File: src/periph_bus_consts.svh
// word-addressed 16-bit bus; a timer stride of 4 words matches the 2-bit register index.
`ifndef PERIPH_BUS_CONSTS_SVH
`define PERIPH_BUS_CONSTS_SVH

// bus widths.
`define PB_ADDR_W 24
`define PB_DATA_W 16
`define PB_SEL_W 2

// register index inside one slot.
`define PB_IDX_W 2

// number of timer instances.
`define PB_NUM_TIMERS 4

// address map, in 16-bit words.
`define PB_TIMER_BASE 24'h100010
`define PB_TIMER_STRIDE 4

`define PB_IRQC_BASE 24'h100008
`define PB_IRQC_REGS 2

// timer register indices.
`define PB_TMR_RELOAD 2'd0
`define PB_TMR_CTRL 2'd1
`define PB_TMR_COUNT 2'd2

// interrupt controller register indices.
`define PB_IRQ_PEND 2'd0
`define PB_IRQ_MASK 2'd1

`endif

File: src/periph_bus_pkg.sv
// bus and slot types; widths come from the consts header, which must be compiled first.
`include "periph_bus_consts.svh"
`default_nettype none

package periph_bus_pkg;

    // request from the bus master.
    typedef struct packed {
        logic                    cyc;
        logic                    stb;
        logic                    we;
        logic [`PB_ADDR_W-1:0]   adr;
        logic [`PB_DATA_W-1:0]   dat;
        logic [`PB_SEL_W-1:0]    sel;
    } bus_req_t;

    // response back to the master.
    typedef struct packed {
        logic [`PB_DATA_W-1:0]   dat;
        logic                    ack;
        logic                    err;
    } bus_rsp_t;

    // decoded request, shared by every slot.
    typedef struct packed {
        logic                    stb;
        logic                    we;
        logic [`PB_IDX_W-1:0]    idx;
        logic [`PB_DATA_W-1:0]   dat;
    } slot_req_t;

    typedef struct packed {
        logic [`PB_DATA_W-1:0]   dat;
        logic                    expire; // one-cycle pulse.
    } slot_rsp_t;

    // one-hot slot selection.
    typedef struct packed {
        logic                        irqc;
        logic [`PB_NUM_TIMERS-1:0]   timer;
    } slot_sel_t;

endpackage

`default_nettype wire

File: src/periph_bus_decode.sv
// one transfer at a time; a held stb is taken once and must drop before the next request.
`timescale 1ns/100ps
`include "periph_bus_consts.svh"
`default_nettype none

module periph_bus_decode (
    input  wire                          i_clk,
    input  wire                          d_rst,
    input  periph_bus_pkg::bus_req_t     i_req,
    output periph_bus_pkg::slot_req_t    o_slot_req,
    output periph_bus_pkg::slot_sel_t    o_sel,
    output logic                         o_unmapped
);
    import periph_bus_pkg::*;

    localparam logic [`PB_ADDR_W-1:0] tmr_end =
        `PB_ADDR_W'(`PB_TIMER_BASE + `PB_NUM_TIMERS * `PB_TIMER_STRIDE);
    localparam logic [`PB_ADDR_W-1:0] irq_end = `PB_ADDR_W'(`PB_IRQC_BASE + `PB_IRQC_REGS);

    logic                    open_q;
    logic                    accept;
    logic                    tmr_hit;
    logic                    irq_hit;
    logic [`PB_ADDR_W-1:0]   tmr_off;
    logic [`PB_ADDR_W-1:0]   irq_off;
    slot_sel_t               sel_d;
    logic [`PB_IDX_W-1:0]    idx_d;

    logic                    stb_q;
    logic                    we_q;
    logic [`PB_IDX_W-1:0]    idx_q;
    logic [`PB_DATA_W-1:0]   dat_q;

    assign accept  = i_req.cyc & i_req.stb & ~open_q; // first cycle of a request only.
    assign tmr_off = i_req.adr - `PB_TIMER_BASE;
    assign irq_off = i_req.adr - `PB_IRQC_BASE;
    assign tmr_hit = (i_req.adr >= `PB_TIMER_BASE) && (i_req.adr < tmr_end);
    assign irq_hit = (i_req.adr >= `PB_IRQC_BASE) && (i_req.adr < irq_end);

    always_comb begin
        sel_d      = '0;
        sel_d.irqc = irq_hit;
        for (int t = 0; t < `PB_NUM_TIMERS; t++) begin
            if (tmr_hit && (tmr_off[`PB_ADDR_W-1:`PB_IDX_W] == (`PB_ADDR_W-`PB_IDX_W)'(t))) begin
                sel_d.timer[t] = 1'b1;
            end
        end
        idx_d = tmr_hit ? tmr_off[`PB_IDX_W-1:0] : irq_off[`PB_IDX_W-1:0];
    end

    always_ff @(posedge i_clk) begin
        if (d_rst) begin
            open_q     <= 1'b0;
            stb_q      <= 1'b0;
            o_sel      <= '0;
            o_unmapped <= 1'b0;
        end else begin
            open_q     <= i_req.cyc & i_req.stb; // cleared once the master drops stb.
            stb_q      <= accept;
            o_sel      <= accept ? sel_d : '0;
            o_unmapped <= accept & ~(tmr_hit | irq_hit);
        end
    end

    always_ff @(posedge i_clk) begin
        if (accept) begin
            we_q  <= i_req.we;
            idx_q <= idx_d;
            dat_q <= i_req.dat;
        end
    end

    assign o_slot_req = '{stb: stb_q, we: we_q, idx: idx_q, dat: dat_q};

endmodule

`default_nettype wire

File: src/periph_timer.sv
// counts one per clock while enabled; enabling with count 0 leaves the timer idle.
`timescale 1ns/100ps
`include "periph_bus_consts.svh"
`default_nettype none

module periph_timer (
    input  wire                          i_clk,
    input  wire                          d_rst,
    input  periph_bus_pkg::slot_req_t    i_req,
    input  wire                          i_sel,
    output periph_bus_pkg::slot_rsp_t    o_rsp
);

    logic                    wr;
    logic                    acc;
    logic [`PB_DATA_W-1:0]   reload_q;
    logic [`PB_DATA_W-1:0]   count_q;
    logic                    en_q;
    logic                    auto_q;
    logic                    expire_q;
    logic [`PB_DATA_W-1:0]   rd_d;
    logic [`PB_DATA_W-1:0]   rd_q;

    assign acc = i_sel & i_req.stb;
    assign wr  = acc & i_req.we;

    always_ff @(posedge i_clk) begin
        if (d_rst) begin
            reload_q <= '0;
            count_q  <= '0;
            en_q     <= 1'b0;
            auto_q   <= 1'b0;
            expire_q <= 1'b0;
        end else begin
            expire_q <= 1'b0;

            if (en_q && (count_q != '0)) begin
                if (count_q == `PB_DATA_W'(1)) begin
                    expire_q <= 1'b1;
                    if (auto_q) begin
                        count_q <= reload_q;
                    end else begin
                        count_q <= '0;
                        en_q    <= 1'b0; // one-shot stops here.
                    end
                end else begin
                    count_q <= count_q - `PB_DATA_W'(1);
                end
            end

            // bus writes win over the counter.
            if (wr) begin
                case (i_req.idx)
                    `PB_TMR_RELOAD: begin
                        reload_q <= i_req.dat;
                        count_q  <= i_req.dat;
                    end
                    `PB_TMR_CTRL: begin
                        en_q   <= i_req.dat[0];
                        auto_q <= i_req.dat[1];
                    end
                    default: ; // count is read only.
                endcase
            end
        end
    end

    always_comb begin
        case (i_req.idx)
            `PB_TMR_RELOAD: rd_d = reload_q;
            `PB_TMR_CTRL:   rd_d = {{(`PB_DATA_W-2){1'b0}}, auto_q, en_q};
            `PB_TMR_COUNT:  rd_d = count_q;
            default:        rd_d = '0;
        endcase
    end

    // captured with the strobe so it lines up with the drain's ack.
    always_ff @(posedge i_clk) begin
        if (acc) begin
            rd_q <= rd_d;
        end
    end

    assign o_rsp = '{dat: rd_q, expire: expire_q};

endmodule

`default_nettype wire

File: src/periph_bus_drain.sv
// pending bits set on expire and win over a clear in the same cycle; dat is 0 outside ack.
`timescale 1ns/100ps
`include "periph_bus_consts.svh"
`default_nettype none

module periph_bus_drain (
    input  wire                                               i_clk,
    input  wire                                               d_rst,
    input  periph_bus_pkg::slot_rsp_t [`PB_NUM_TIMERS-1:0]    i_timer_rsp,
    input  periph_bus_pkg::slot_req_t                         i_slot_req,
    input  periph_bus_pkg::slot_sel_t                         i_sel,
    input  wire                                               i_unmapped,
    output periph_bus_pkg::bus_rsp_t                          o_rsp,
    output logic                                              o_irq
);
    import periph_bus_pkg::*;

    logic [`PB_NUM_TIMERS-1:0]   pend_q;
    logic [`PB_NUM_TIMERS-1:0]   mask_q;
    logic [`PB_NUM_TIMERS-1:0]   expire;
    logic [`PB_NUM_TIMERS-1:0]   clr;
    logic                        irq_acc;
    logic                        irq_wr;
    logic [`PB_DATA_W-1:0]       irq_rd_d;
    logic [`PB_DATA_W-1:0]       irq_rd_q;
    slot_sel_t                   rd_sel_q;
    logic                        ack_q;
    logic                        err_q;
    logic [`PB_DATA_W-1:0]       dat_mux;

    assign irq_acc = i_slot_req.stb & i_sel.irqc;
    assign irq_wr  = irq_acc & i_slot_req.we;
    assign clr     = (irq_wr && (i_slot_req.idx == `PB_IRQ_PEND)) ?
                     i_slot_req.dat[`PB_NUM_TIMERS-1:0] : '0; // write 1 to clear.

    always_comb begin
        for (int t = 0; t < `PB_NUM_TIMERS; t++) begin
            expire[t] = i_timer_rsp[t].expire;
        end
    end

    always_ff @(posedge i_clk) begin
        if (d_rst) begin
            pend_q   <= '0;
            mask_q   <= '0;
            ack_q    <= 1'b0;
            err_q    <= 1'b0;
            rd_sel_q <= '0;
        end else begin
            pend_q   <= (pend_q & ~clr) | expire;
            if (irq_wr && (i_slot_req.idx == `PB_IRQ_MASK)) begin
                mask_q <= i_slot_req.dat[`PB_NUM_TIMERS-1:0];
            end
            ack_q    <= i_slot_req.stb & ~i_unmapped;
            err_q    <= i_slot_req.stb & i_unmapped;
            rd_sel_q <= i_slot_req.stb ? i_sel : '0;
        end
    end

    always_comb begin
        case (i_slot_req.idx)
            `PB_IRQ_PEND: irq_rd_d = `PB_DATA_W'(pend_q);
            `PB_IRQ_MASK: irq_rd_d = `PB_DATA_W'(mask_q);
            default:      irq_rd_d = '0;
        endcase
    end

    always_ff @(posedge i_clk) begin
        if (irq_acc) begin
            irq_rd_q <= irq_rd_d;
        end
    end

    // timers hold their own registered read data.
    always_comb begin
        dat_mux = '0;
        if (rd_sel_q.irqc) begin
            dat_mux = irq_rd_q;
        end
        for (int t = 0; t < `PB_NUM_TIMERS; t++) begin
            if (rd_sel_q.timer[t]) begin
                dat_mux = i_timer_rsp[t].dat;
            end
        end
    end

    assign o_rsp = '{dat: dat_mux, ack: ack_q, err: err_q};
    assign o_irq = |(pend_q & mask_q);

endmodule

`default_nettype wire

File: src/periph_bus_top.sv
// response arrives 2 cycles after the request is first sampled; one transfer in flight.
`timescale 1ns/100ps
`include "periph_bus_consts.svh"
`default_nettype none

module periph_bus_top (
    input  wire                          i_clk,
    input  wire                          d_rst,
    input  periph_bus_pkg::bus_req_t     i_req,
    output periph_bus_pkg::bus_rsp_t     o_rsp,
    output logic                         o_irq
);
    import periph_bus_pkg::*;

    slot_req_t                           slot_req;
    slot_sel_t                           sel;
    logic                                unmapped;
    slot_rsp_t [`PB_NUM_TIMERS-1:0]      timer_rsp;

    periph_bus_decode periph_bus_decode_inst (
        .i_clk      (i_clk),
        .d_rst      (d_rst),
        .i_req      (i_req),
        .o_slot_req (slot_req),
        .o_sel      (sel),
        .o_unmapped (unmapped)
    );

    // identical timers, each on its own select bit.
    for (genvar t = 0; t < `PB_NUM_TIMERS; t++) begin : g_timer
        periph_timer periph_timer_inst (
            .i_clk (i_clk),
            .d_rst (d_rst),
            .i_req (slot_req),
            .i_sel (sel.timer[t]),
            .o_rsp (timer_rsp[t])
        );
    end

    periph_bus_drain periph_bus_drain_inst (
        .i_clk       (i_clk),
        .d_rst       (d_rst),
        .i_timer_rsp (timer_rsp),
        .i_slot_req  (slot_req),
        .i_sel       (sel),
        .i_unmapped  (unmapped),
        .o_rsp       (o_rsp),
        .o_irq       (o_irq)
    );

endmodule

`default_nettype wire

File: config.mk
export PLATFORM = sky130hd
export DESIGN_NAME = periph_bus_top
export DESIGN_NICKNAME = d
export VERILOG_FILES = /design/src/periph_bus_pkg.sv /design/src/periph_bus_decode.sv /design/src/periph_timer.sv /design/src/periph_bus_drain.sv /design/src/periph_bus_top.sv
export VERILOG_INCLUDE_DIRS = /design/src
export SDC_FILE = /design/constraint.sdc
export NUM_CORES = 1
export LEC_CHECK = 0
export BUFFER_PORTS_ARGS = -buffer_cell sky130_fd_sc_hd__buf_4
export CAP_MARGIN = 25
export CORE_UTILIZATION = 55
export DETAILED_ROUTE_END_ITERATION = 7
export PLACE_DENSITY = 0.8
export SETUP_SLACK_MARGIN = 0.3
export SKIP_LAST_GASP = 1
export SLEW_MARGIN = 30
export SYNTH_ARGS = -nofsm -noshare
export SYNTH_HDL_FRONTEND = slang
export SYNTH_SLANG_ARGS = --single-unit
File: constraint.sdc
create_clock -name i_clk -period 3.46 [get_ports i_clk]
set_clock_uncertainty 0.2 [all_clocks]
set_input_delay 0.346 -clock i_clk [delete_from_list [all_inputs] [get_ports i_clk]]
set_output_delay 0.346 -clock i_clk [all_outputs]
set_load 0.01 [all_outputs]
==> results of run 1 <==
-- sequential cells by signal (all words and copies together) (netlist names) --
register	cells
g_timer.periph_timer_inst.count_q	64
g_timer.periph_timer_inst.rd_q	64
g_timer.periph_timer_inst.reload_q	64
periph_bus_decode_inst.dat_q	16
periph_bus_decode_inst.o_sel	5
periph_bus_drain_inst.rd_sel_q	5
g_timer.periph_timer_inst.auto_q	4
g_timer.periph_timer_inst.en_q	4
g_timer.periph_timer_inst.expire_q	4
periph_bus_drain_inst.irq_rd_q	4
periph_bus_drain_inst.mask_q	4
periph_bus_drain_inst.pend_q	4
periph_bus_decode_inst.idx_q	2
periph_bus_decode_inst.o_unmapped	1
periph_bus_decode_inst.open_q	1
periph_bus_decode_inst.stb_q	1
periph_bus_decode_inst.we_q	1
periph_bus_drain_inst.ack_q	1
periph_bus_drain_inst.err_q	1
-- layout make-up --
class	instances	area [um^2]	area share (%)
tap	280	350	2.44
timing repair buffer	119	973	6.79
inverter	21	78.8	0.549
multi-input combinational	1071	6150	42.9
clock buffer	31	669	4.67
clock inverter	17	239	1.67
antenna	1	2.50	0.0174
sequential	250	5880	41.0
-- critical path, cell delays in order (launching register included) --
cell     delay (ns)
dfxtp_1        0.78
nor2b_2        0.23
a22oi_1        0.23
nor2_1         0.07
a21oi_1        0.24
o21ai_0        0.13
buf_4          0.19
-- cell usage after synthesis, types with 10 or more instances --
cell        n  share of area, %
inv_1      21              0.63
nor4_1     16              0.80
a31oi_1    21               1.0
edfxtp_1   87                21
nor2_1    165               4.9
o22ai_1    10              0.50
nand2_1   221               6.6
o221ai_1   10              0.70
dfxtp_1   163                26
nor3_1     35               1.4
nand3_1    32               1.3
or3_1      10              0.50
clkbuf_1   79               2.4
a311oi_1   18               1.3
a21oi_1   157               6.3
and3_1     25               1.2
ha_1       12               1.2
a22oi_1    18               1.1
mux2i_1    70               5.6
o21ai_0    85               3.4
buf_2      18              0.72
a211oi_1   13              0.78
-- worst max-delay path by stage --
stage                                            startpoint                                      end  cells after the start
floorplan           g_timer[2].periph_timer_inst.count_q[0]  g_timer[2].periph_timer_inst.count_q[2]                      8
detailed placement             periph_bus_decode_inst.stb_q  g_timer[1].periph_timer_inst.count_q[0]                      5
finish                    periph_bus_drain_inst.rd_sel_q[1]                                o_rsp[14]                      6
global placement    g_timer[2].periph_timer_inst.count_q[0]  g_timer[2].periph_timer_inst.count_q[5]                      8
global route                                      i_req[43]          periph_bus_decode_inst.o_sel[0]                     10
CTS                       periph_bus_drain_inst.rd_sel_q[1]                                 o_rsp[6]                      6
-- kinds of logic (layout without fill, tap and decap cells) --
logic type	Yosys count	after routing
and+or+nand+nor	579	579
buffers and inverters	132	188
AOI/OAI and AO/OA	402	402
DFF	250	250
xor gates and xnor gates	7	7
adders and majority gates	12	12
muxes	71	71
other	0	1
-- layer usage --
| metal | vias to the layer above | part of all wire (%) | GRT usage, % |
|---|---|---|---|
| met1 | 5439 | 40 | 41.4 |
| met4 | 0 | 5.3 | 16.7 |
| li1 | 5358 | - | - |
| met5 | - | 0 | 0 |
| met2 | 620 | 45 | 50.1 |
| met3 | 110 | 9.3 | 5.30 |
-- power groups by stage --
| stage | Combinational (mW) | Clock (mW) | Sequential, mW |
|---|---|---|---|
| floorplan | 0.0787 | 0 | 3.11 |
| global placement | 0.136 | 0 | 3.14 |
| detailed placement | 0.138 | 0 | 3.14 |
| CTS | 0.165 | 2.99 | 3.07 |
| global route | 0.181 | 3.10 | 3.07 |
| finish | 0.174 | 2.96 | 3.08 |
-- metrics by stage --
step	instances	instance area, um^2
after floorplan	1453	12600
after global placement	1709	13100
after detailed placement	1709	13100
after CTS	1789	14300
after global routing	1790	14300
final	1790	14300
-- repair_timing --
item	in CTS	in global routing
hold endpoints to repair	27	0
setup endpoints to repair	0	11
hold buffers	32	0
resized for setup	0	2
buffers inserted	0	0
==> results.json, run 1 <==
{
  "status": "completed",
  "finalCriticalPeriod_ns": 2.99,
  "ys_ff_latch": 250,
  "finalSetupViolations": 0,
  "critPathMaxFanout": 22,
  "grt_start_max_net_pins": 71,
  "layout_setup_ws_ns": 0.474,
  "core-area_mm2": 0.0221,
  "syn_nets": 1512,
  "tritoncts": "done",
  "end_kind": "output port",
  "pre_cts_slack_ns": 0.771,
  "powerDensity_mw_per_mm2": 433,
  "timing.fmax_ghz": 0.335,
  "cts.sinks": 250,
  "maxSlewViolCount": 0,
  "p_int_mw": 4.88,
  "ys.warnings.count": 0,
  "grt_overflow": 0,
  "worstReg2RegEnd": "g_timer[2].periph_timer_inst.en_q",
  "finalPower_mw": 6.21,
  "die_x_um": 153,
  "clockPowerShare_pct": 47.6,
  "synth_cells": 1453,
  "grtUsageTotal_pct": 31.6,
  "ant_nets": 0,
  "power.leakage_nw": 5.20,
  "pwr-share-seq_pct": 49.6,
  "routed_via_density": 6.44,
  "num-fill-cells": 1789,
  "fp-row-count": 54,
  "layout-drive-gt1-share_pct": 10.1,
  "clk_path_buf_depth": 3,
  "start_util_pct": 56.8,
  "synth_edf_count": 87,
  "ir_drop_mv": 0.384,
  "drcViolationCount": 0,
  "reg2reg_slack_ns": 0.69,
  "cts.reportedPaths.clkPinSlew_ns": 0.06,
  "die_height_um": 153,
  "max_slew_margin_pct": 35.7,
  "layout_commonest_cell": "nand2_1",
  "firstDrtPassIters": 5,
  "layout_common_cells": "219 x nand2_1, 165 x nor2_1, 162 x dfxtp_1",
  "post-dp-hpwl_um": 23400,
  "dieArea_mm2": 0.0234,
  "worstHoldStart": "i_req[39]",
  "synth_simple_gate_area_share_pct": 21.7,
  "cts_buffers": 26,
  "finalHoldViolCount": 0,
  "ctsRootBufferMaster": "clkbuf_16",
  "finalNetCount": 1548,
  "hold_path_end": "periph_bus_decode_inst.o_sel[4]",
  "drv_cap": 0,
  "period_share_pct": 86.3,
  "grt_pass1_vias": 10700,
  "synthMuxAreaShare_pct": 5.67,
  "finalSetupTns_ns": 0,
  "htreeDepth": 1,
  "yosysUniqueCellTypes": 76,
  "synth_compound_area_share_pct": 19.8,
  "synth.avg_cell_area_um2": 8.64,
  "netSwitchingPower_mw": 1.32,
  "io_buffers": 63,
  "hold_depth": 4,
  "wl_per_cell_um": 20.9,
  "start_kind": "flip-flop",
  "r2r-start": "periph_bus_decode_inst.idx_q[0]",
  "worstSetupPathType": "reg2out",
  "synthFlopType": "dfxtp_1",
  "fin_hold_ws_ns": 0.0763,
  "required_ns": 2.91,
  "syn_area_mm2": 0.0126,
  "insertion_delay_ns": 0.56,
  "fin_util_pct": 64.9,
  "synthArstFlopShare_pct": 0,
  "areaGrowthSynthToFinish_pct": 14.2,
  "synth_top_family_by_area": "simple AND/OR/NAND/NOR gates",
  "hold_class": "in2reg",
  "tightest_slew_ns": 0.957,
  "p_sw_share_pct": 21.3,
  "p_comb_share_pct": 2.8,
  "vias": 11500,
  "routed_wl_um": 37400,
  "grt_pass1_wl_um": 58000,
  "drt_iter0_markers": 1466,
  "ff2ff_path_depth": 8,
  "synth_seq_area_share_pct": 46.8,
  "synthXorXnorAreaFrac_pct": 0.488,
  "worst_ep_arrival_time_ns": 2.44,
  "place_congestion": 0.924,
  "synth_fa_ha_area_share_pct": 1.20,
  "rsz0062_at_grt": "no",
  "io_pins": 66,
  "antenna_found_initial": 1
}
(Power assumes the default switching activity.)
==> run 2, diff against run 1 <==
- CORE_ASPECT_RATIO: default -> 1.25
==> results.json, run 2 (synthesis gave the netlist of run 1 again) <==
{
  "status": "completed",
  "tritoncts": "done",
  "required_ns": 2.91,
  "tightest_slew_ns": 1.01,
  "start_kind": "flip-flop",
  "finalHoldViolCount": 0,
  "routed_wl_um": 36400,
  "stdcell_count": 1791,
  "start_util_pct": 56.3,
  "grt_use_met1_pct": 41.1,
  "final_area_mm2": 0.0142,
  "period_share_pct": 87.3,
  "io_pins": 66,
  "place_area_mm2": 0.0132,
  "grt_pass1_wl_um": 56800,
  "reg2reg_slack_ns": 0.71,
  "maxSlewViolCount": 0,
  "critPathSlowestCell": "nor2b_1",
  "core-area_mm2": 0.0223,
  "post_cts_buffers": 0,
  "fp-row-count": 61,
  "finalPower_mw": 5.95,
  "hold_class": "in2reg",
  "cp-startpoint": "periph_bus_drain_inst.rd_sel_q[0]",
  "pre_cts_slack_ns": 0.786,
  "grt_use_met2_pct": 49.6,
  "drv_cap": 0,
  "end_kind": "output port",
  "die_x_um": 137,
  "finalNetCount": 1549,
  "grt_start_max_net_pins": 69,
  "areaGrowthSynthToFinish_pct": 13.3,
  "grt_use_met3_pct": 3.73,
  "r2r-start": "g_timer[1].periph_timer_inst.count_q[5]",
  "layout_commonest_cell": "nand2_1",
  "ir_drop_mv": 0.417,
  "ctsRootBufferMaster": "clkbuf_16",
  "place_congestion": 0.941,
  "placedCellCount": 1719,
  "layout-drive-gt1-share_pct": 10.1,
  "firstDrtPassIters": 6,
  "die_height_um": 171,
  "grt_pass1_vias": 10600,
  "post-dp-hpwl_um": 23700,
  "worstSetupPathType": "reg2out",
  "clk_path_buf_depth": 3,
  "fin_hold_ws_ns": 0.0307,
  "powerDensity_mw_per_mm2": 418,
  "io_buffers": 63,
  "vias": 11500,
  "finalSetupViolations": 0,
  "rsz0062_at_grt": "no",
  "worst_ep_arrival_time_ns": 2.47,
  "htreeDepth": 1,
  "drt_iter0_markers": 1496,
  "insertion_delay_ns": 0.52,
  "ant_nets": 0,
  "drcViolationCount": 0,
  "critPathMaxFanout": 11,
  "routed_via_density": 6.41,
  "max_slew_margin_pct": 32.6,
  "antenna_found_initial": 0,
  "timing.fmax_ghz": 0.331,
  "num-fill-cells": 1813,
  "grt_overflow": 0,
  "grtUsageTotal_pct": 31.4,
  "worstHoldStart": "i_req[37]",
  "critPathMaxStageDelay_ns": 0.58,
  "finalSetupTns_ns": 0,
  "crit_chain": "nor2b_1 > a22oi_1 > nor2_1 > a21oi_1 > o21ai_0 > buf_4",
  "cts_buffers": 25,
  "cts.reportedPaths.clkPinSlew_ns": 0.06,
  "dieArea_mm2": 0.0234,
  "power.leakage_nw": 5.16,
  "top_usage_layer": "met2",
  "layout_common_cells": "219 x nand2_1, 165 x nor2_1, 162 x dfxtp_1",
  "fin_util_pct": 63.8,
  "layout_setup_ws_ns": 0.441,
  "cts.sinks": 250,
  "finalCriticalPeriod_ns": 3.02,
  "wl_per_cell_um": 20.3,
  "largestRegisters": "g_timer.periph_timer_inst.count_q (64), g_timer.periph_timer_inst.rd_q (64), g_timer.periph_timer_inst.reload_q (64)",
  "diodes": 0
}
[run 2: cell count changes in the layout (fill, tap and decap cells not counted), moves of 2 or more]
cell | before | now
buf_4 | 87 | 94
bufinv_16 | 5 | 3
clkbuf_1 | 5 | 7
clkinv_2 | 6 | 4
dlygate4sd3_1 | 32 | 27
[run 2: power by group]
part           internal, mW  leakage (nW)  switching [mW]
sequential             3.04          2.11          0.0391
clock                  1.58         0.391            1.14
combinational        0.0754          2.66          0.0894
total                  4.69          5.16            1.27
[run 2: timing repair]
item                       CTS  global route
setup endpoints to repair    0             8
hold buffers                27             0
resized for setup            0             1
hold endpoints to repair    27             0
[run 2: critical path, delay by kind of cell (launching register included)]
kind | cells | cell delay (ns)
and+or+nand+nor | 2 | 0.84
DFF | 1 | 0.47
AOI/OAI and AO/OA | 3 | 0.47
buffers and inverters | 1 | 0.17
[run 2: worst paths after layout]
path	end	cells after the start
max reg2reg	g_timer[1].periph_timer_inst.count_q[14]	6
max	o_rsp[10]	6
min	periph_bus_decode_inst.o_unmapped	5
min reg2reg	periph_bus_drain_inst.ack_q	1
[run 2: layout make-up]
cell class              instances  area [um^2]  share of cell area (%)
clock buffers                  33          666                    4.68
well taps                     283          354                    2.49
clock inverters                12          138                   0.967
flip-flops and latches        250         5880                    41.3
inverters                      21         78.8                   0.554
repair buffers                121          976                    6.86
multi-input cells            1071         6140                    43.1
[run 2: metal layers]
| layer | wire length, um | vias to the layer above |
|---|---|---|
| li1 | - | 5364 |
| met1 | 14400 | 5452 |
| met2 | 16700 | 546 |
| met3 | 2810 | 125 |
| met4 | 2460 | 0 |
| met5 | 0 | - |
